[src/design/core_pkg.sv]
package core_pkg;

    // datapath and instruction word width
    localparam int WORD_SIZE = 16;

    // general register file, r0 to r7
    localparam int NUM_REGS = 8;
    localparam int REG_BITS = $clog2(NUM_REGS);

    localparam int IMM_BITS = 9;    // immediate field of the instruction word

    // flag register, NZCV from msb down
    localparam int FLAG_BITS = 4;

    // first fetch address after reset
    localparam logic [WORD_SIZE-1:0] PC_RESET = '0;

endpackage

[src/design/isa_pkg.sv]
package isa_pkg;

    localparam int OPC_BITS = 3;
    localparam int ALU_BITS = 2;
    localparam int COND_BITS = 3;
    localparam int ZERO_BITS = core_pkg::IMM_BITS - core_pkg::REG_BITS;   // pad in reg form

    // major opcodes, top three bits of the word
    localparam logic [OPC_BITS-1:0] OPC_MV    = 3'd0;
    localparam logic [OPC_BITS-1:0] OPC_MVT_B = 3'd1;  // mvt when imm flag set, branch otherwise
    localparam logic [OPC_BITS-1:0] OPC_ADD   = 3'd2;
    localparam logic [OPC_BITS-1:0] OPC_SUB   = 3'd3;
    localparam logic [OPC_BITS-1:0] OPC_LD    = 3'd4;
    localparam logic [OPC_BITS-1:0] OPC_ST    = 3'd5;
    localparam logic [OPC_BITS-1:0] OPC_AND   = 3'd6;
    localparam logic [OPC_BITS-1:0] OPC_OTHER = 3'd7;  // cmp lives here

    // alu operations carried down the pipe
    localparam logic [ALU_BITS-1:0] ALU_NONE = 2'd0;
    localparam logic [ALU_BITS-1:0] ALU_MOV  = 2'd1;
    localparam logic [ALU_BITS-1:0] ALU_ADD  = 2'd2;
    localparam logic [ALU_BITS-1:0] ALU_SUB  = 2'd3;

    // branch conditions, taken straight from the rx field, code 7 is reserved
    localparam logic [COND_BITS-1:0] COND_NONE = 3'd0;
    localparam logic [COND_BITS-1:0] COND_EQ   = 3'd1;
    localparam logic [COND_BITS-1:0] COND_NE   = 3'd2;
    localparam logic [COND_BITS-1:0] COND_CC   = 3'd3;
    localparam logic [COND_BITS-1:0] COND_CS   = 3'd4;
    localparam logic [COND_BITS-1:0] COND_PL   = 3'd5;
    localparam logic [COND_BITS-1:0] COND_MI   = 3'd6;

    // one instruction word, read as either operand form
    typedef union packed {
        struct packed {
            logic [OPC_BITS-1:0]            opcode;
            logic                           imm_flag;
            logic [core_pkg::REG_BITS-1:0]  rx;
            logic [ZERO_BITS-1:0]           zero;     // must be zero for a reg form cmp
            logic [core_pkg::REG_BITS-1:0]  ry;
        } reg_form;
        struct packed {
            logic [OPC_BITS-1:0]            opcode;
            logic                           imm_flag;
            logic [core_pkg::REG_BITS-1:0]  rx;       // condition code for a branch
            logic [core_pkg::IMM_BITS-1:0]  imm;      // signed offset or constant
        } imm_form;
    } instr_word_u;

endpackage

[src/design/decode_if.sv]
`timescale 1ns/1ns

// decoded entry handed from the decode register to execute, one per cycle
interface decode_if;
    import core_pkg::*;
    import isa_pkg::*;

    logic                   valid;       // empty entry when low
    logic [ALU_BITS-1:0]    alu_op;
    logic [COND_BITS-1:0]   cond;
    logic                   is_branch;
    logic                   sets_flags;  // cmp only
    logic                   writes_reg;
    logic [REG_BITS-1:0]    rx;
    logic [REG_BITS-1:0]    ry;
    logic                   use_imm;     // operand y from imm_value instead of ry
    logic [WORD_SIZE-1:0]   imm_value;   // already extended, or shifted for mvt
    logic [WORD_SIZE-1:0]   next_pc;     // address of the instruction + 1

    modport decoder (output valid, alu_op, cond, is_branch, sets_flags, writes_reg,
                     rx, ry, use_imm, imm_value, next_pc);

    modport execute (input valid, alu_op, cond, is_branch, sets_flags, writes_reg,
                     rx, ry, use_imm, imm_value, next_pc);

endinterface

[src/design/regfile_if.sv]
`timescale 1ns/1ns

// two async read ports and one clocked write port
interface regfile_if;
    import core_pkg::*;

    logic [REG_BITS-1:0]    rd_x_addr;
    logic [WORD_SIZE-1:0]   rd_x_data;
    logic [REG_BITS-1:0]    rd_y_addr;
    logic [WORD_SIZE-1:0]   rd_y_data;

    logic                   wr_en;      // write lands on the next rising clock
    logic [REG_BITS-1:0]    wr_addr;
    logic [WORD_SIZE-1:0]   wr_data;

    // register file side
    modport owner (input rd_x_addr, rd_y_addr, wr_en, wr_addr, wr_data,
                   output rd_x_data, rd_y_data);

    // execute side
    modport user (output rd_x_addr, rd_y_addr, wr_en, wr_addr, wr_data,
                  input rd_x_data, rd_y_data);

endinterface

[src/design/cpu_core.sv]
`timescale 1ns/1ns

module cpu_core (
    input  logic                            Clock,
    input  logic                            Reset,
    output logic [core_pkg::WORD_SIZE-1:0]  instr_addr,
    input  logic [core_pkg::WORD_SIZE-1:0]  instr_word,
    input  logic                            instr_valid,
    output logic                            retire_valid,
    output logic                            retire_write,
    output logic [core_pkg::REG_BITS-1:0]   retire_reg,
    output logic [core_pkg::WORD_SIZE-1:0]  retire_data,
    output logic [core_pkg::FLAG_BITS-1:0]  retire_flags
);

    logic                           redirect_valid;   // taken branch in execute
    logic [core_pkg::WORD_SIZE-1:0] redirect_pc;

    decode_if  dec_if ();
    regfile_if rf_if ();

    // fetch and decode stages
    instr_decoder decoder_i (
        .Clock          (Clock),
        .Reset          (Reset),
        .instr_word     (instr_word),
        .instr_valid    (instr_valid),
        .instr_addr     (instr_addr),
        .redirect_valid (redirect_valid),
        .redirect_pc    (redirect_pc),
        .dec            (dec_if.decoder)
    );

    register_file regfile_i (
        .Clock (Clock),
        .Reset (Reset),
        .rf    (rf_if.owner)
    );

    // execute and writeback
    execute_unit execute_i (
        .Clock          (Clock),
        .Reset          (Reset),
        .dec            (dec_if.execute),
        .rf             (rf_if.user),
        .redirect_valid (redirect_valid),
        .redirect_pc    (redirect_pc),
        .retire_valid   (retire_valid),
        .retire_write   (retire_write),
        .retire_reg     (retire_reg),
        .retire_data    (retire_data),
        .retire_flags   (retire_flags)
    );

endmodule

[src/design/execute_unit.sv]
`timescale 1ns/1ns

module execute_unit (
    input  logic                            Clock,
    input  logic                            Reset,
    decode_if.execute                       dec,
    regfile_if.user                         rf,
    output logic                            redirect_valid,
    output logic [core_pkg::WORD_SIZE-1:0]  redirect_pc,
    output logic                            retire_valid,
    output logic                            retire_write,
    output logic [core_pkg::REG_BITS-1:0]   retire_reg,
    output logic [core_pkg::WORD_SIZE-1:0]  retire_data,
    output logic [core_pkg::FLAG_BITS-1:0]  retire_flags
);
    import core_pkg::*;
    import isa_pkg::*;

    logic [FLAG_BITS-1:0]   flags;        // n z c v
    logic [FLAG_BITS-1:0]   flags_next;
    logic [WORD_SIZE-1:0]   op_x;
    logic [WORD_SIZE-1:0]   op_y;
    logic [WORD_SIZE:0]     alu_full;     // msb is carry out, borrow for sub
    logic [WORD_SIZE-1:0]   result;
    logic [WORD_SIZE-1:0]   branch_target;
    logic                   cond_met;

    // operands come straight from the register file
    assign rf.rd_x_addr = dec.rx;
    assign rf.rd_y_addr = dec.ry;
    assign op_x = rf.rd_x_data;
    assign op_y = dec.use_imm ? dec.imm_value : rf.rd_y_data;

    always_comb begin
        case (dec.alu_op)
            ALU_MOV: alu_full = {1'b0, op_y};
            ALU_ADD: alu_full = {1'b0, op_x} + {1'b0, op_y};
            ALU_SUB: alu_full = {1'b0, op_x} - {1'b0, op_y};
            default: alu_full = '0;   // branch or nothing
        endcase
    end
    assign result = alu_full[WORD_SIZE-1:0];

    // nzcv of a cmp
    assign flags_next[3] = result[WORD_SIZE-1];
    assign flags_next[2] = (result == '0);
    assign flags_next[1] = alu_full[WORD_SIZE];
    assign flags_next[0] = (op_x[WORD_SIZE-1] != op_y[WORD_SIZE-1]) &&
                           (result[WORD_SIZE-1] != op_x[WORD_SIZE-1]);

    // condition is checked against the committed flags
    always_comb begin
        case (dec.cond)
            COND_NONE: cond_met = 1'b1;
            COND_EQ:   cond_met = flags[2];
            COND_NE:   cond_met = !flags[2];
            COND_CC:   cond_met = !flags[1];
            COND_CS:   cond_met = flags[1];
            COND_PL:   cond_met = !flags[2] && !flags[3];
            COND_MI:   cond_met = !flags[2] && flags[3];
            default:   cond_met = 1'b0;
        endcase
    end

    assign branch_target  = dec.next_pc + dec.imm_value;
    assign redirect_valid = dec.valid && dec.is_branch && cond_met;
    assign redirect_pc    = branch_target;

    // write lands at the end of this stage, next instruction reads it
    assign rf.wr_en   = dec.valid && dec.writes_reg;
    assign rf.wr_addr = dec.rx;
    assign rf.wr_data = result;

    always_ff @(posedge Clock or posedge Reset) begin
        if (Reset) begin
            retire_valid <= 1'b0;
            flags        <= '0;
        end else begin
            retire_valid <= dec.valid;
            if (dec.valid && dec.sets_flags)
                flags <= flags_next;
        end
    end

    // trace record, only refreshed when something executes
    always_ff @(posedge Clock) begin
        if (dec.valid) begin
            retire_write <= dec.writes_reg;
            retire_reg   <= dec.is_branch ? '0 : dec.rx;   // rx holds the condition there
            if (dec.is_branch)
                retire_data <= cond_met ? branch_target : dec.next_pc;
            else
                retire_data <= result;   // cmp reports its difference
        end
    end

    assign retire_flags = flags;   // moves only on a cmp retire

endmodule

[src/design/instr_decoder.sv]
`timescale 1ns/1ns

module instr_decoder (
    input  logic                            Clock,
    input  logic                            Reset,
    input  logic [core_pkg::WORD_SIZE-1:0]  instr_word,
    input  logic                            instr_valid,
    output logic [core_pkg::WORD_SIZE-1:0]  instr_addr,
    input  logic                            redirect_valid,
    input  logic [core_pkg::WORD_SIZE-1:0]  redirect_pc,
    decode_if.decoder                       dec
);
    import core_pkg::*;
    import isa_pkg::*;

    logic [WORD_SIZE-1:0]   pc;
    logic                   fetch_valid;
    instr_word_u            fetch_word;
    logic [WORD_SIZE-1:0]   fetch_next_pc;   // pc + 1 at the time of the fetch

    // combinational decode of the fetch register
    logic                   d_ok;
    logic [ALU_BITS-1:0]    d_alu;
    logic [COND_BITS-1:0]   d_cond;
    logic                   d_branch;
    logic                   d_flags;
    logic                   d_write;
    logic                   d_use_imm;
    logic [WORD_SIZE-1:0]   d_value;
    logic [WORD_SIZE-1:0]   imm_sext;

    assign instr_addr = pc;   // memory answers in the same cycle

    assign imm_sext = {{(WORD_SIZE-IMM_BITS){fetch_word.imm_form.imm[IMM_BITS-1]}},
                       fetch_word.imm_form.imm};

    always_comb begin
        d_ok      = fetch_valid && (fetch_word != '0);   // all-zero word is a nop
        d_alu     = ALU_NONE;
        d_cond    = COND_NONE;
        d_branch  = 1'b0;
        d_flags   = 1'b0;
        d_write   = 1'b0;
        d_use_imm = fetch_word.imm_form.imm_flag;
        d_value   = imm_sext;
        case (fetch_word.reg_form.opcode)
            OPC_MV: begin
                d_alu   = ALU_MOV;
                d_write = 1'b1;
            end
            OPC_MVT_B: begin
                if (fetch_word.imm_form.imm_flag) begin
                    d_alu   = ALU_MOV;          // mvt, low byte cleared
                    d_write = 1'b1;
                    d_value = {fetch_word.imm_form.imm[7:0], 8'h00};
                end else begin
                    d_branch  = 1'b1;
                    d_cond    = fetch_word.imm_form.rx;
                    d_use_imm = 1'b1;          // offset always from the word
                    if (fetch_word.imm_form.rx > COND_MI)
                        d_ok = 1'b0;           // reserved condition
                end
            end
            OPC_ADD: begin
                d_alu   = ALU_ADD;
                d_write = 1'b1;
            end
            OPC_SUB: begin
                d_alu   = ALU_SUB;
                d_write = 1'b1;
            end
            OPC_OTHER: begin
                // cmp is either form as long as the reg form pad is clear
                if (fetch_word.imm_form.imm_flag || fetch_word.reg_form.zero == '0) begin
                    d_alu   = ALU_SUB;
                    d_flags = 1'b1;
                end else begin
                    d_ok = 1'b0;
                end
            end
            OPC_LD, OPC_ST, OPC_AND: d_ok = 1'b0;   // no data port in this core
        endcase
    end

    // pc and stage valids, a redirect wins over everything
    always_ff @(posedge Clock or posedge Reset) begin
        if (Reset) begin
            pc          <= PC_RESET;
            fetch_valid <= 1'b0;
            dec.valid   <= 1'b0;
        end else if (redirect_valid) begin
            pc          <= redirect_pc;
            fetch_valid <= 1'b0;   // drop the wrong-path word
            dec.valid   <= 1'b0;   // and the entry behind the branch
        end else begin
            if (instr_valid)
                pc <= pc + 1'b1;
            fetch_valid <= instr_valid;   // bubble when memory has nothing
            dec.valid   <= d_ok;
        end
    end

    // payload of the fetch and decode registers
    always_ff @(posedge Clock) begin
        fetch_word     <= instr_word;
        fetch_next_pc  <= pc + 1'b1;
        dec.alu_op     <= d_alu;
        dec.cond       <= d_cond;
        dec.is_branch  <= d_branch;
        dec.sets_flags <= d_flags;
        dec.writes_reg <= d_write;
        dec.rx         <= fetch_word.reg_form.rx;
        dec.ry         <= fetch_word.reg_form.ry;
        dec.use_imm    <= d_use_imm;
        dec.imm_value  <= d_value;
        dec.next_pc    <= fetch_next_pc;
    end

endmodule

[src/design/register_file.sv]
`timescale 1ns/1ns

module register_file (
    input  logic    Clock,
    input  logic    Reset,
    regfile_if.owner rf
);
    import core_pkg::*;

    logic [WORD_SIZE-1:0] regs [NUM_REGS];   // r0 to r7, pc lives in the decoder

    // single write port, result of the execute stage
    always_ff @(posedge Clock or posedge Reset) begin
        if (Reset) begin
            for (int i = 0; i < NUM_REGS; i++)
                regs[i] <= '0;
        end else if (rf.wr_en) begin
            regs[rf.wr_addr] <= rf.wr_data;
        end
    end

    // reads are combinational, execute samples them in its own cycle
    assign rf.rd_x_data = regs[rf.rd_x_addr];
    assign rf.rd_y_data = regs[rf.rd_y_addr];

endmodule

[config.mk]
export PLATFORM = sky130hd
export DESIGN_NAME = cpu_core
export DESIGN_NICKNAME = d
export VERILOG_FILES = /design/src/design/core_pkg.sv /design/src/design/isa_pkg.sv /design/src/design/decode_if.sv /design/src/design/regfile_if.sv /design/src/design/cpu_core.sv /design/src/design/execute_unit.sv /design/src/design/instr_decoder.sv /design/src/design/register_file.sv
export SDC_FILE = /design/constraint.sdc
export NUM_CORES = 1
export LEC_CHECK = 0
export ABC_AREA = 1
export BUFFER_PORTS_ARGS = -buffer_cell sky130_fd_sc_hd__buf_2
export CORE_UTILIZATION = 41
export CTS_BUF_LIST = sky130_fd_sc_hd__clkbuf_8
export DETAILED_ROUTE_END_ITERATION = 12
export PLACE_DENSITY_LB_ADDON = 0.15
export SETUP_SLACK_MARGIN = 0.15
export SYNTH_ARGS = -nofsm -noshare
export SYNTH_HDL_FRONTEND = slang
export SYNTH_HIERARCHICAL = 1
export SYNTH_SLANG_ARGS = --single-unit
[constraint.sdc]
create_clock -name Clock -period 6.95 [get_ports Clock]
set_input_delay 0.3475 -clock Clock [delete_from_list [all_inputs] [get_ports Clock]]
set_output_delay 0.3475 -clock Clock [all_outputs]
set_load 0.01 [all_outputs]
==> After elaboration in Yosys (flattened, before gate mapping) <==
Cells that the tools add are included.
{ "classes": {"order_cmp": 4, "addsub": 4, "bitwise": 3, "n_reduce_logical": 22, "muxes": 31, "n_eq_ne": 18} }
{ "ops": {"columns": ["op", "count"], "rows": [
  ["$mux 16", 12],
  ["$bwmux 128", 1],
  ["$bmux 16 s3", 2],
  ["$pmux 17 s3", 1],
  ["$demux 16 s3", 1],
  ["$eq 3x3->1 const B", 7],
  ["$add 16x16->17", 1],
  ["$sub 16x16->17", 1],
  ["$add 16x1->16 const B", 1],
  ["$add 16x16->16", 1],
  ["$logic_not 16->1", 1],
  ["$reduce_bool 16->1", 1],
  ["$eq 3x2->1 const B", 4],
  ["$pmux 2 s5", 1],
  ["$logic_and 1x1->1", 9],
  ["$mux 1", 9],
  ["$ge 4x4->1 const B", 2],
  ["$not 3->4", 2],
  ["$pmux 1 s7", 1],
  ["$eq 3x1->1 const B", 2],
  ["$logic_not 3->1", 2],
  ["$logic_not 6->1", 1],
  ["$reduce_or 3->1", 2],
  ["$eq 2x2->1 const B", 2],
  ["other kinds (12)", 15]
]} }
{ "totals": {"inputBits": 19, "ff_bits": 250, "output_inout_bits": 41, "elab_cells": 110} }

==> Longest topological paths before layout <==
Gate-level depths: netlist (run 1).
{ "depth": {"depth_word": 9, "mapped_depth": 32, "depth_no_buf": 30} }

==> By module <==
The synthesis (run 1) kept the hierarchy.
{ "by_module_without_submodules": {"columns": ["mod", "instances", "area_each_um2", "cells_each", "seq_area_each_um2"], "rows": [
  ["register_file", 1, 7494.7, 1166, 3203.1],
  ["execute_unit", 1, 4006.3, 657, 725.7],
  ["instr_decoder", 1, 3030.4, 312, 2031.9]
]} }

==> Worst setup path after synthesis (run 1) <==
No wires, ideal clock.
{ "synth_path": {"path_type": "reg-to-reg", "start": "register decoder_i/dec.ry[0] (netlist bit)", "end": "register regfile_i/regs[127] (netlist bit)", "setup_time_ps": 130, "required_time_ps": 6820, "synth_period_minus_slack_ps": 3661, "arrival_time_ps": 3531, "path_buffers": 3, "path_stages_with_launch": 32, "setup_slack_ps": 3289, "path_cell_list": "dfxtp_1 > buf_4 > inv_2 > clkbuf_1 > nand2_1 > nand3_1 > nand2_1 > nand2_1 > nand2_1 > nand2_4 > nand2_4 > inv_1 > ha_1 > inv_1 > nor3_1 > nand2_1 > nand2_1 > nand2_1 > nor3b_2 > xor2_1 > ha_1 > nand2_1 > inv_1 > nand2_1 > nand2_1 > a21oi_1 > nand3_1 > nand3_1 > nand2_1 > buf_4 > inv_1 > o21ai_0"} }
{ "synth_between": {"elab_chain_cells": 8, "elab_cells_between_ends": 9, "cone_classes": "add/sub (2); mux (6); bitwise (1)"} }
{ "synth_rtl": {"columns": ["element", "line", "rtl"], "rows": [
  ["start: declaration", "decode_if.sv:21", "rx, ry, use_imm, imm_value, next_pc);"],
  ["$not 3->4 (implied by the code) (*)", "register_file.sv:24", "assign rf.rd_y_data = regs[rf.rd_y_addr];"],
  ["$bmux 16 s3 (*)", "register_file.sv:24", null],
  ["$mux 16 (implied by the code) (*) (2 in a row)", "register_file.sv:24", null],
  ["net rf_if.rd_y_data[1]", "regfile_if.sv:10", "logic [WORD_SIZE-1:0] rd_y_data;"],
  ["$mux 16 (*)", "execute_unit.sv:32", "assign op_y = dec.use_imm ? dec.imm_value : rf.rd_y_data;"],
  ["$sub 16x16->17 / $add 16x16->17 (equally long branches)", "execute_unit.sv:38, execute_unit.sv:37", null],
  ["$pmux 17 s3 (*)", "execute_unit.sv:35", "case (dec.alu_op)"],
  ["net execute_i.alu_full[15]", "execute_unit.sv:23", "logic [WORD_SIZE:0] alu_full;"],
  ["$bwmux 128 (*)", "register_file.sv:18", "regs[rf.wr_addr] <= rf.wr_data;"],
  ["end signal: indexed assignment", "register_file.sv:18", null],
  ["end: declaration", "register_file.sv:10", "logic [WORD_SIZE-1:0] regs [NUM_REGS];"]
]} }
Mark *: on every way through the listed nets, which the timed path passes. The rest lies on a longest branch. The select of a mux whose other input is x is not followed.
A chain may end at the register's enable or synchronous reset.

==> Worst setup path after layout (run 1) <==
{ "layout_path": {"start": "register decoder_i/dec.ry[0] (netlist bit)", "end": "register regfile_i/regs[61] (netlist bit)"} }
{ "layout_between": {"elab_chain_cells": 8, "elab_cells_between_ends": 9, "cone_classes": "add/sub (2); mux (6); bitwise (1)"} }
{ "layout_rtl": {"columns": ["element", "line", "rtl"], "rows": [
  ["$not 3->4 (implied by the code) (*)", "register_file.sv:24", null],
  ["$bmux 16 s3 (*)", "register_file.sv:24", null],
  ["$mux 16 (implied by the code) (*) (2 in a row)", "register_file.sv:24", null],
  ["net rf_if.rd_y_data[4]", "regfile_if.sv:10", null],
  ["$mux 16 (*)", "execute_unit.sv:32", null],
  ["$sub 16x16->17 / $add 16x16->17 (equally long branches)", "execute_unit.sv:38, execute_unit.sv:37", null],
  ["$pmux 17 s3 (*)", "execute_unit.sv:35", null],
  ["net rf_if.wr_data[13]", "regfile_if.sv:14", "logic [WORD_SIZE-1:0] wr_data;"],
  ["$bwmux 128 (*)", "register_file.sv:18", null]
]} }
Marks and branches as above.

==> results of run 1 <==
worst min path at each step:
| stage | cells past startpoint | endpoint | startpoint | slack, ps |
|---|---|---|---|---|
| floorplan | 1 | execute_i/retire_flags[0] | Reset | 130 |
| global placement | 0 | decoder_i/dec.next_pc[0] | decoder_i/fetch_next_pc[0] | 310 |
| detailed placement | 0 | decoder_i/dec.next_pc[15] | decoder_i/fetch_next_pc[15] | 310 |
| CTS | 3 | decoder_i/fetch_valid | instr_valid | 40 |
| global route | 3 | decoder_i/fetch_valid | instr_valid | 70 |
| finish | 3 | decoder_i/fetch_valid | instr_valid | 90 |
worst reg2reg max path: cells and delay by family, from the launching register on:
family                   cells  cell delay, ps
buffers and inverters        3            1090
adder cells (fa/ha/maj)      1             340
XOR/XNOR                     1             230
flip-flops                   1             450
AO/OA/AOI/OAI                3             600
AND/OR/NAND/NOR             17            1850
cells by family after synthesis:
group | count (synthesis)
xor gates and xnor gates | 33
AOI/OAI and AO/OA | 242
and+or+nand+nor | 1183
DFF | 250
adders and majority gates | 35
buffers and inverters | 392
layout by cell type (no fill, tap or decap), types with 3 or more instances in the layout:
| cell type | n |
|---|---|
| nand2_1 | 842 |
| inv_1 | 284 |
| nand3_1 | 194 |
| o21ai_0 | 157 |
| dfrtp_1 | 151 |
| nor2_1 | 89 |
| dfxtp_1 | 77 |
| clkbuf_8 | 59 |
| buf_2 | 59 |
| a21oi_1 | 42 |
| ha_1 | 33 |
| xor2_1 | 27 |
| buf_4 | 23 |
| edfxtp_1 | 20 |
| dlygate4sd3_1 | 17 |
| o21ai_1 | 12 |
| nand3b_1 | 10 |
| nand4_1 | 10 |
| nor2_2 | 8 |
| clkinv_2 | 7 |
| a22oi_1 | 7 |
| inv_2 | 7 |
| nand2_2 | 6 |
| nor3_1 | 6 |
| o21bai_1 | 6 |
| xnor2_1 | 6 |
| a31oi_1 | 5 |
| o22ai_1 | 4 |
| nor2_4 | 3 |
| and2_1 | 3 |
| nand2_4 | 3 |
| or2_2 | 3 |
| a21o_1 | 3 |
per-stage QoR:
stage	std cells	util	cell area [sq um]
after floorplan	2135	-	14500
after global placement	2561	0.432	15000
after detailed placement	2561	0.432	15000
after CTS	2661	0.464	16100
after global routing	2661	0.464	16100
final	2661	0.464	16100
synthesized netlist by cell type (3+ instances only):
library cell,number,area [sq um]
and2_1,3,18.8
nor2_1,89,334
edfxtp_1,20,601
dfxtp_1,79,1580
xnor2_1,6,52.6
buf_1,3,11.3
xor2_1,27,236
o21ai_1,12,60.1
a22oi_1,7,52.6
a21o_1,3,22.5
nor2_2,8,50.1
inv_2,7,26.3
clkbuf_2,3,15.0
ha_1,33,413
or2_2,3,18.8
a21oi_1,42,210
clkbuf_1,28,105
inv_1,273,1020
nand3b_1,10,75.1
o21ai_0,157,786
nand3_1,194,971
nand2_1,842,3160
nor3_1,6,30.0
a31oi_1,5,31.3
o22ai_1,4,25.0
nand4_1,10,62.6
buf_2,50,250
dfrtp_1,151,3780
nand2_2,6,37.5
o21bai_1,6,45.0
nor2_4,3,33.8
nand2_4,3,33.8
buf_4,25,188
power breakdown:
part	internal [uW]	leakage [uW]	switching, uW
Sequential	1730	0.00288	179
Clock	803	0.000544	651
Combinational	454	0.00516	920
Total	2990	0.00858	1750
metal layers:
metal / share of wire / wire length (um)
met5: 0 / 0
met4: 0.028 / 1290
met3: 0.061 / 2790
met2: 0.44 / 20000
met1: 0.47 / 21400
area by class of cell:
type	instances	area, sq um	share of cell area
clock buffers	59	812	0.0504
clock inverters	24	146	0.00909
inverters	281	1060	0.0658
multi-input cells	1493	6920	0.430
flip-flops and latches	250	5960	0.370
well taps	455	569	0.0353
repair buffers	99	638	0.0396
==> flow_summary.toml, run 1 <==
[detailed_routing]
drc = 0
dr_total_vias = 13500
drt_pass1_iterations = 5
wirelength_um = 45500
wl_per_cell_um = 17.1
vias_per_cell = 5.06
final_antenna_net_count = 0
first_iter_violations = 1053

[run_status]
outcome = "finished, final reports clean"

[worst_setup_path]
cp.required_ps = 7460
crit_type = "reg2reg"
slowest_stage = "buf_4"
cp_max_fo = 40
crit_path_end_kind = "flip-flop"
crit_family = "simple AND/OR/NAND/NOR gates"
cp_num_cells = 25
crit_buf_inv = 3
arrival_ps = 5150
startpoint = "decoder_i/dec.ry[0]"
critPathLaunchType = "flip-flop"
crit_top_cell = "nand2_1"
rr_endpoint = "regfile_i/regs[61]"
regToRegSetupSlack_ps = 2310
r2r.worst_path.cells = 25
max_stage_delay_ps = 480
regToRegStartpoint = "decoder_i/dec.ry[0]"
endpoint = "regfile_i/regs[61]"

[final_layout]
drive_gt1_frac = 0.0879
area_growth_syn_to_layout_pct = 10.9
largest_register_ffs = 128
diodes = 0
final_nets = 2225
regMostFlops = "regfile_i/regs"
n_fill_cell = 3643

[global_route]
grt_overflow = 0
use_met3 = 0.0372
antenna_found_initial = 0
grt_max_degree = 70
grtUsageMet1 = 0.361
grt_pass1_vias = 13100
grt_use_total = 0.258
grt_pass1_wl_um = 72400
busiest_layer = "met2"
met2_usage = 0.407

[timing]
max_freq_mhz = 215
finalSetupViolations = 0
fin_tns_setup_ps = 0
rsz0062_at_grt = "false"
finalMaxSlewViolations = 0
finalCritPeriodShare = 0.668
layout_setup_ws_ps = 2310
hold_ws_ps = 86.5
skew_ps = 24.8
slew-limit-headroom = 0.405
finalHoldViolCount = 0
worstMarginPinSlew_ps = 892
final.min_clock_period_ps = 4640

[cts]
hold_buffers = 17
clock_latency_ps = 610
cts_tree = "yes"
cts_setup_buffers = 0
numCtsBuffers = 46
clk_pin_slew_ps = 60
clkSinkCount = 250
post_cts_resized = 0
h-tree-depth = 2
cts_root_buf = "clkbuf_8"
clk_path_buf_depth = 3

[logic_synthesis]
synth_compound_area_frac = 0.0882
synth-simple-area-share = 0.337
yosys.area_share.adder = 0.0312
synthArstFlopShare = 0.604
yosysSeqAreaShare = 0.410
synth_area_sq_mm = 0.0145
ys.flop_type = "dfrtp_1"
synth_edf_count = 20
syn-instance-count = 2135
synth_fp_nets = 2189
yosys.cell_types.count = 46
synth_top_family_by_area = "simple AND/OR/NAND/NOR gates"
synth_warnings = 6
syn-mean-instance-area_sq_um = 6.81
synth-seq-cells = 250
synth_xor_area_frac = 0.0199
synth_mux_area_frac = 0

[placed_design]
place_ws_ps = 2380
portBuffers = 59
gp_congestion = 0.926
dp_hpwl_um = 31400

[power_and_ir_drop]
finalPower_uw = 4740
power_leakage_uw = 0.00858
ir_drop_v = 0.000219
power_density_mw_per_mm2 = 294

[floorplan]
die-area_sq_mm = 0.0362
ios = 60
core-area_sq_mm = 0.0347
rows = 68
die_y_um = 190
initial_utilization = 0.419
dieWidth_um = 190

[hold_path]
hp-class = "in2reg"

[job]
maxCapViolations = 0
No activity file was read; power rests on OpenSTA's default activity.
==> run 2, diff against run 1 <==
Settings changed: ABC_AREA 1 to 0.
Clock period 6.95 ns to 3.7 ns, I/O delays scaled along.
==> run 2 against run 1 <==
  * Critical path depth decreased by 6
  * Largest cell class unchanged
  * Highest routed layer unchanged
  * Register-to-register slack got worse by 3100 ps
  * Sequential cell count unchanged
  * Die area decreased by 5.2%
  * Cell count decreased by 32%
  * Wire length decreased by 16%
  * Clock power increased by 66%
  * Power increased by 110%
  * The flow now finishes with violations (negative setup slack)
  * Synthesized area decreased by 5.3%
  * Sequential power increased by 99%
==> flow_summary.toml, run 2 <==
[cts]
clk_path_buf_depth = 3
clock_latency_ps = 560
cts_tree = "yes"
clk_pin_slew_ps = 70
h-tree-depth = 2
cts_root_buf = "clkbuf_8"
numCtsBuffers = 42
clkSinkCount = 250

[final_layout]
regMostFlops = "regfile_i/regs"
final_nets = 1399
multi_input_area_sq_mm = 0.00778
layout.cells.non_filler = 1821
n_fill_cell = 2844
regArea_sq_mm = 0.00597
layout_commonest_cell = "buf_4"
diodes = 0
drive_gt1_frac = 0.440
finalInstanceArea_sq_mm = 0.0175
fin_util = 0.534
mostFrequentLayoutCells = "buf_4, dfrtp_1, mux2_2"
largest_register_ffs = 128
area_growth_syn_to_layout_pct = 27.1

[detailed_routing]
drc = 0
wl_per_cell_um = 20.9
drt_pass1_iterations = 4
first_iter_violations = 582
wirelength_um = 38000
final_antenna_net_count = 0
dr_total_vias = 9909
vias_per_cell = 5.44

[logic_synthesis]
synth_area_sq_mm = 0.0138
synth_top_area_frac = 0.274
yosysMostFrequentCell = "mux2_2"
yosysTopAreaCell = "dfrtp_1"
synth.area.top_cells = "dfrtp_1, mux2_2, dfxtp_1"
synthArstFlopShare = 0.604
syn-instance-count = 1107
synth_edf_count = 20
synth_warnings = 6
ys_top_cells_by_count = "mux2_2, dfrtp_1, dfxtp_1, nand2_1, nor2_1"
syn-mean-instance-area_sq_um = 12.4
yosysSeqAreaShare = 0.433
synth_fp_nets = 1161
synth-seq-cells = 250
yosys.cell_types.count = 84
ys.flop_type = "dfrtp_1"

[floorplan]
die-area_sq_mm = 0.0343
dieWidth_um = 185
die_y_um = 185
rows = 66
ios = 60
initial_utilization = 0.420
core-area_sq_mm = 0.0328

[timing]
finalHoldViolCount = 0
layout_setup_ws_ps = -754
slew-limit-headroom = 0.344
skew_ps = 17.4
final.min_clock_period_ps = 4450
max_freq_mhz = 224
finalCritPeriodShare = 1.20
finalSetupViolations = 99
worstMarginPinSlew_ps = 982
finalMaxSlewViolations = 0
rsz0062_at_grt = "true"

[global_route]
grt_pass1_wl_um = 57400
grt_max_degree = 72
grt_use_total = 0.222
grt_pass1_vias = 10000
antenna_found_initial = 0
grt_overflow = 0

[job]
maxCapViolations = 0

[power_and_ir_drop]
clockPowerShare = 0.243
power_switching_uw = 3370
power_leakage_uw = 0.00808
power_density_mw_per_mm2 = 567
combPwrFrac = 0.373
ir_drop_v = 0.000470
p_sw_frac = 0.340
finalPower_uw = 9920
p_int_uw = 6540
seq_power_share = 0.384

[worst_setup_path]
cp_max_fo = 5
critPathLaunchType = "flip-flop"
arrival_ps = 4910
cp.required_ps = 4150
crit_path_end_kind = "flip-flop"
crit_type = "reg2reg"

[placed_design]
place_area_sq_mm = 0.0157
place_ws_ps = -860
portBuffers = 59
placedCellCount = 1689
gp_congestion = 0.855
dp_hpwl_um = 26800

[run_status]
outcome = "finished with violations"
violations = "negative setup slack"

[hold_path]
hp-class = "in2reg"
==> run 2: area by class of cell <==
class                           instances  area share
Timing Repair Buffer                  277       0.129
Sequential cell                       250       0.341
Clock inverter                         28     0.00808
Tap cell                              442      0.0316
Multi-Input combinational cell        748       0.445
Clock buffer                           50      0.0393
Inverter                               26     0.00622
==> run 2: logic make-up (layout without fill, tap and decap cells) <==
group	count (synthesis)	after routing	share of synthesized area
muxes	265	265	0.279
DFF	250	250	0.433
and+or+nand+nor	236	237	0.0921
AOI/OAI and AO/OA	148	148	0.0723
buffers and inverters	110	381	0.0511
xor gates and xnor gates	63	63	0.0401
adders and majority gates	35	35	0.0329
==> run 2: what timing repair did <==
item                                    in CTS  in global routing
endpoints found under the hold margin       75                  0
buffers inserted                            20                 12
endpoints found under the setup margin     120                128
cloned                                       1                  4
hold buffers                                17                  0
pin swaps                                   22                 20
gates resized for setup                     42                 90
==> run 2: power by group through the flow <==
stage          clock network (uW)  registers, uW  logic, uW
2_1_floorplan                   0           3710       2290
3_3_place_gp                    0           3830       3220
3_5_place_dp                    0           3840       3260
4_1_cts                      2490           3800       3430
5_1_grt                      2610           3880       4020
6_report                     2410           3810       3690
==> run 2: per-stage QoR <==
stage,hold WS (ps),setup TNS (ps)
final,74.3,-37540
after global routing,70.6,-57380
after CTS,36.5,-33650
after detailed placement,147,-41300
after global placement,142,-36660
after floorplan,-36.5,-22150
==> run 2: worst paths after layout <==
| kind | slack [ps] | from | end | cells past startpoint |
|---|---|---|---|---|
| setup / recovery | -750 | decoder_i/dec.ry[2] | execute_i/retire_flags[2] | 19 |
| setup reg to reg | -750 | decoder_i/dec.ry[2] | execute_i/retire_flags[2] | 19 |
| min in group asynchronous | 140 | Reset | execute_i/retire_flags[0] | 3 |
| max in group asynchronous | 2370 | Reset | regfile_i/regs[97] | 4 |
| hold reg to reg | 320 | decoder_i/fetch_next_pc[15] | decoder_i/dec.next_pc[15] | 0 |
| hold / removal | 70 | instr_valid | decoder_i/fetch_valid | 3 |
==> run 2: routing by layer <==
metal	global-route usage	wire length [um]	vias up
met5	0	0	-
met4	0.0661	803	0
met3	0.0340	1560	55
met2	0.340	17300	224
met1	0.321	18300	5041
li1	-	-	4589
==> run 2: worst max-delay path: stages, from the launching register on <==
cell and delay [ps]:
dfxtp_4 370, buf_12 110, buf_16 100, buf_4 110
mux4_1 520, mux2_2 320, mux2i_4 170, buf_6 140
nand2b_4 70, o31ai_4 310, a31oi_1 140, xor2_1 180
ha_1 360, o21ai_1 120, nand3b_1 160, o21ai_2 80
a21oi_1 170, o211ai_1 160, or4b_4 560, o41ai_2 190
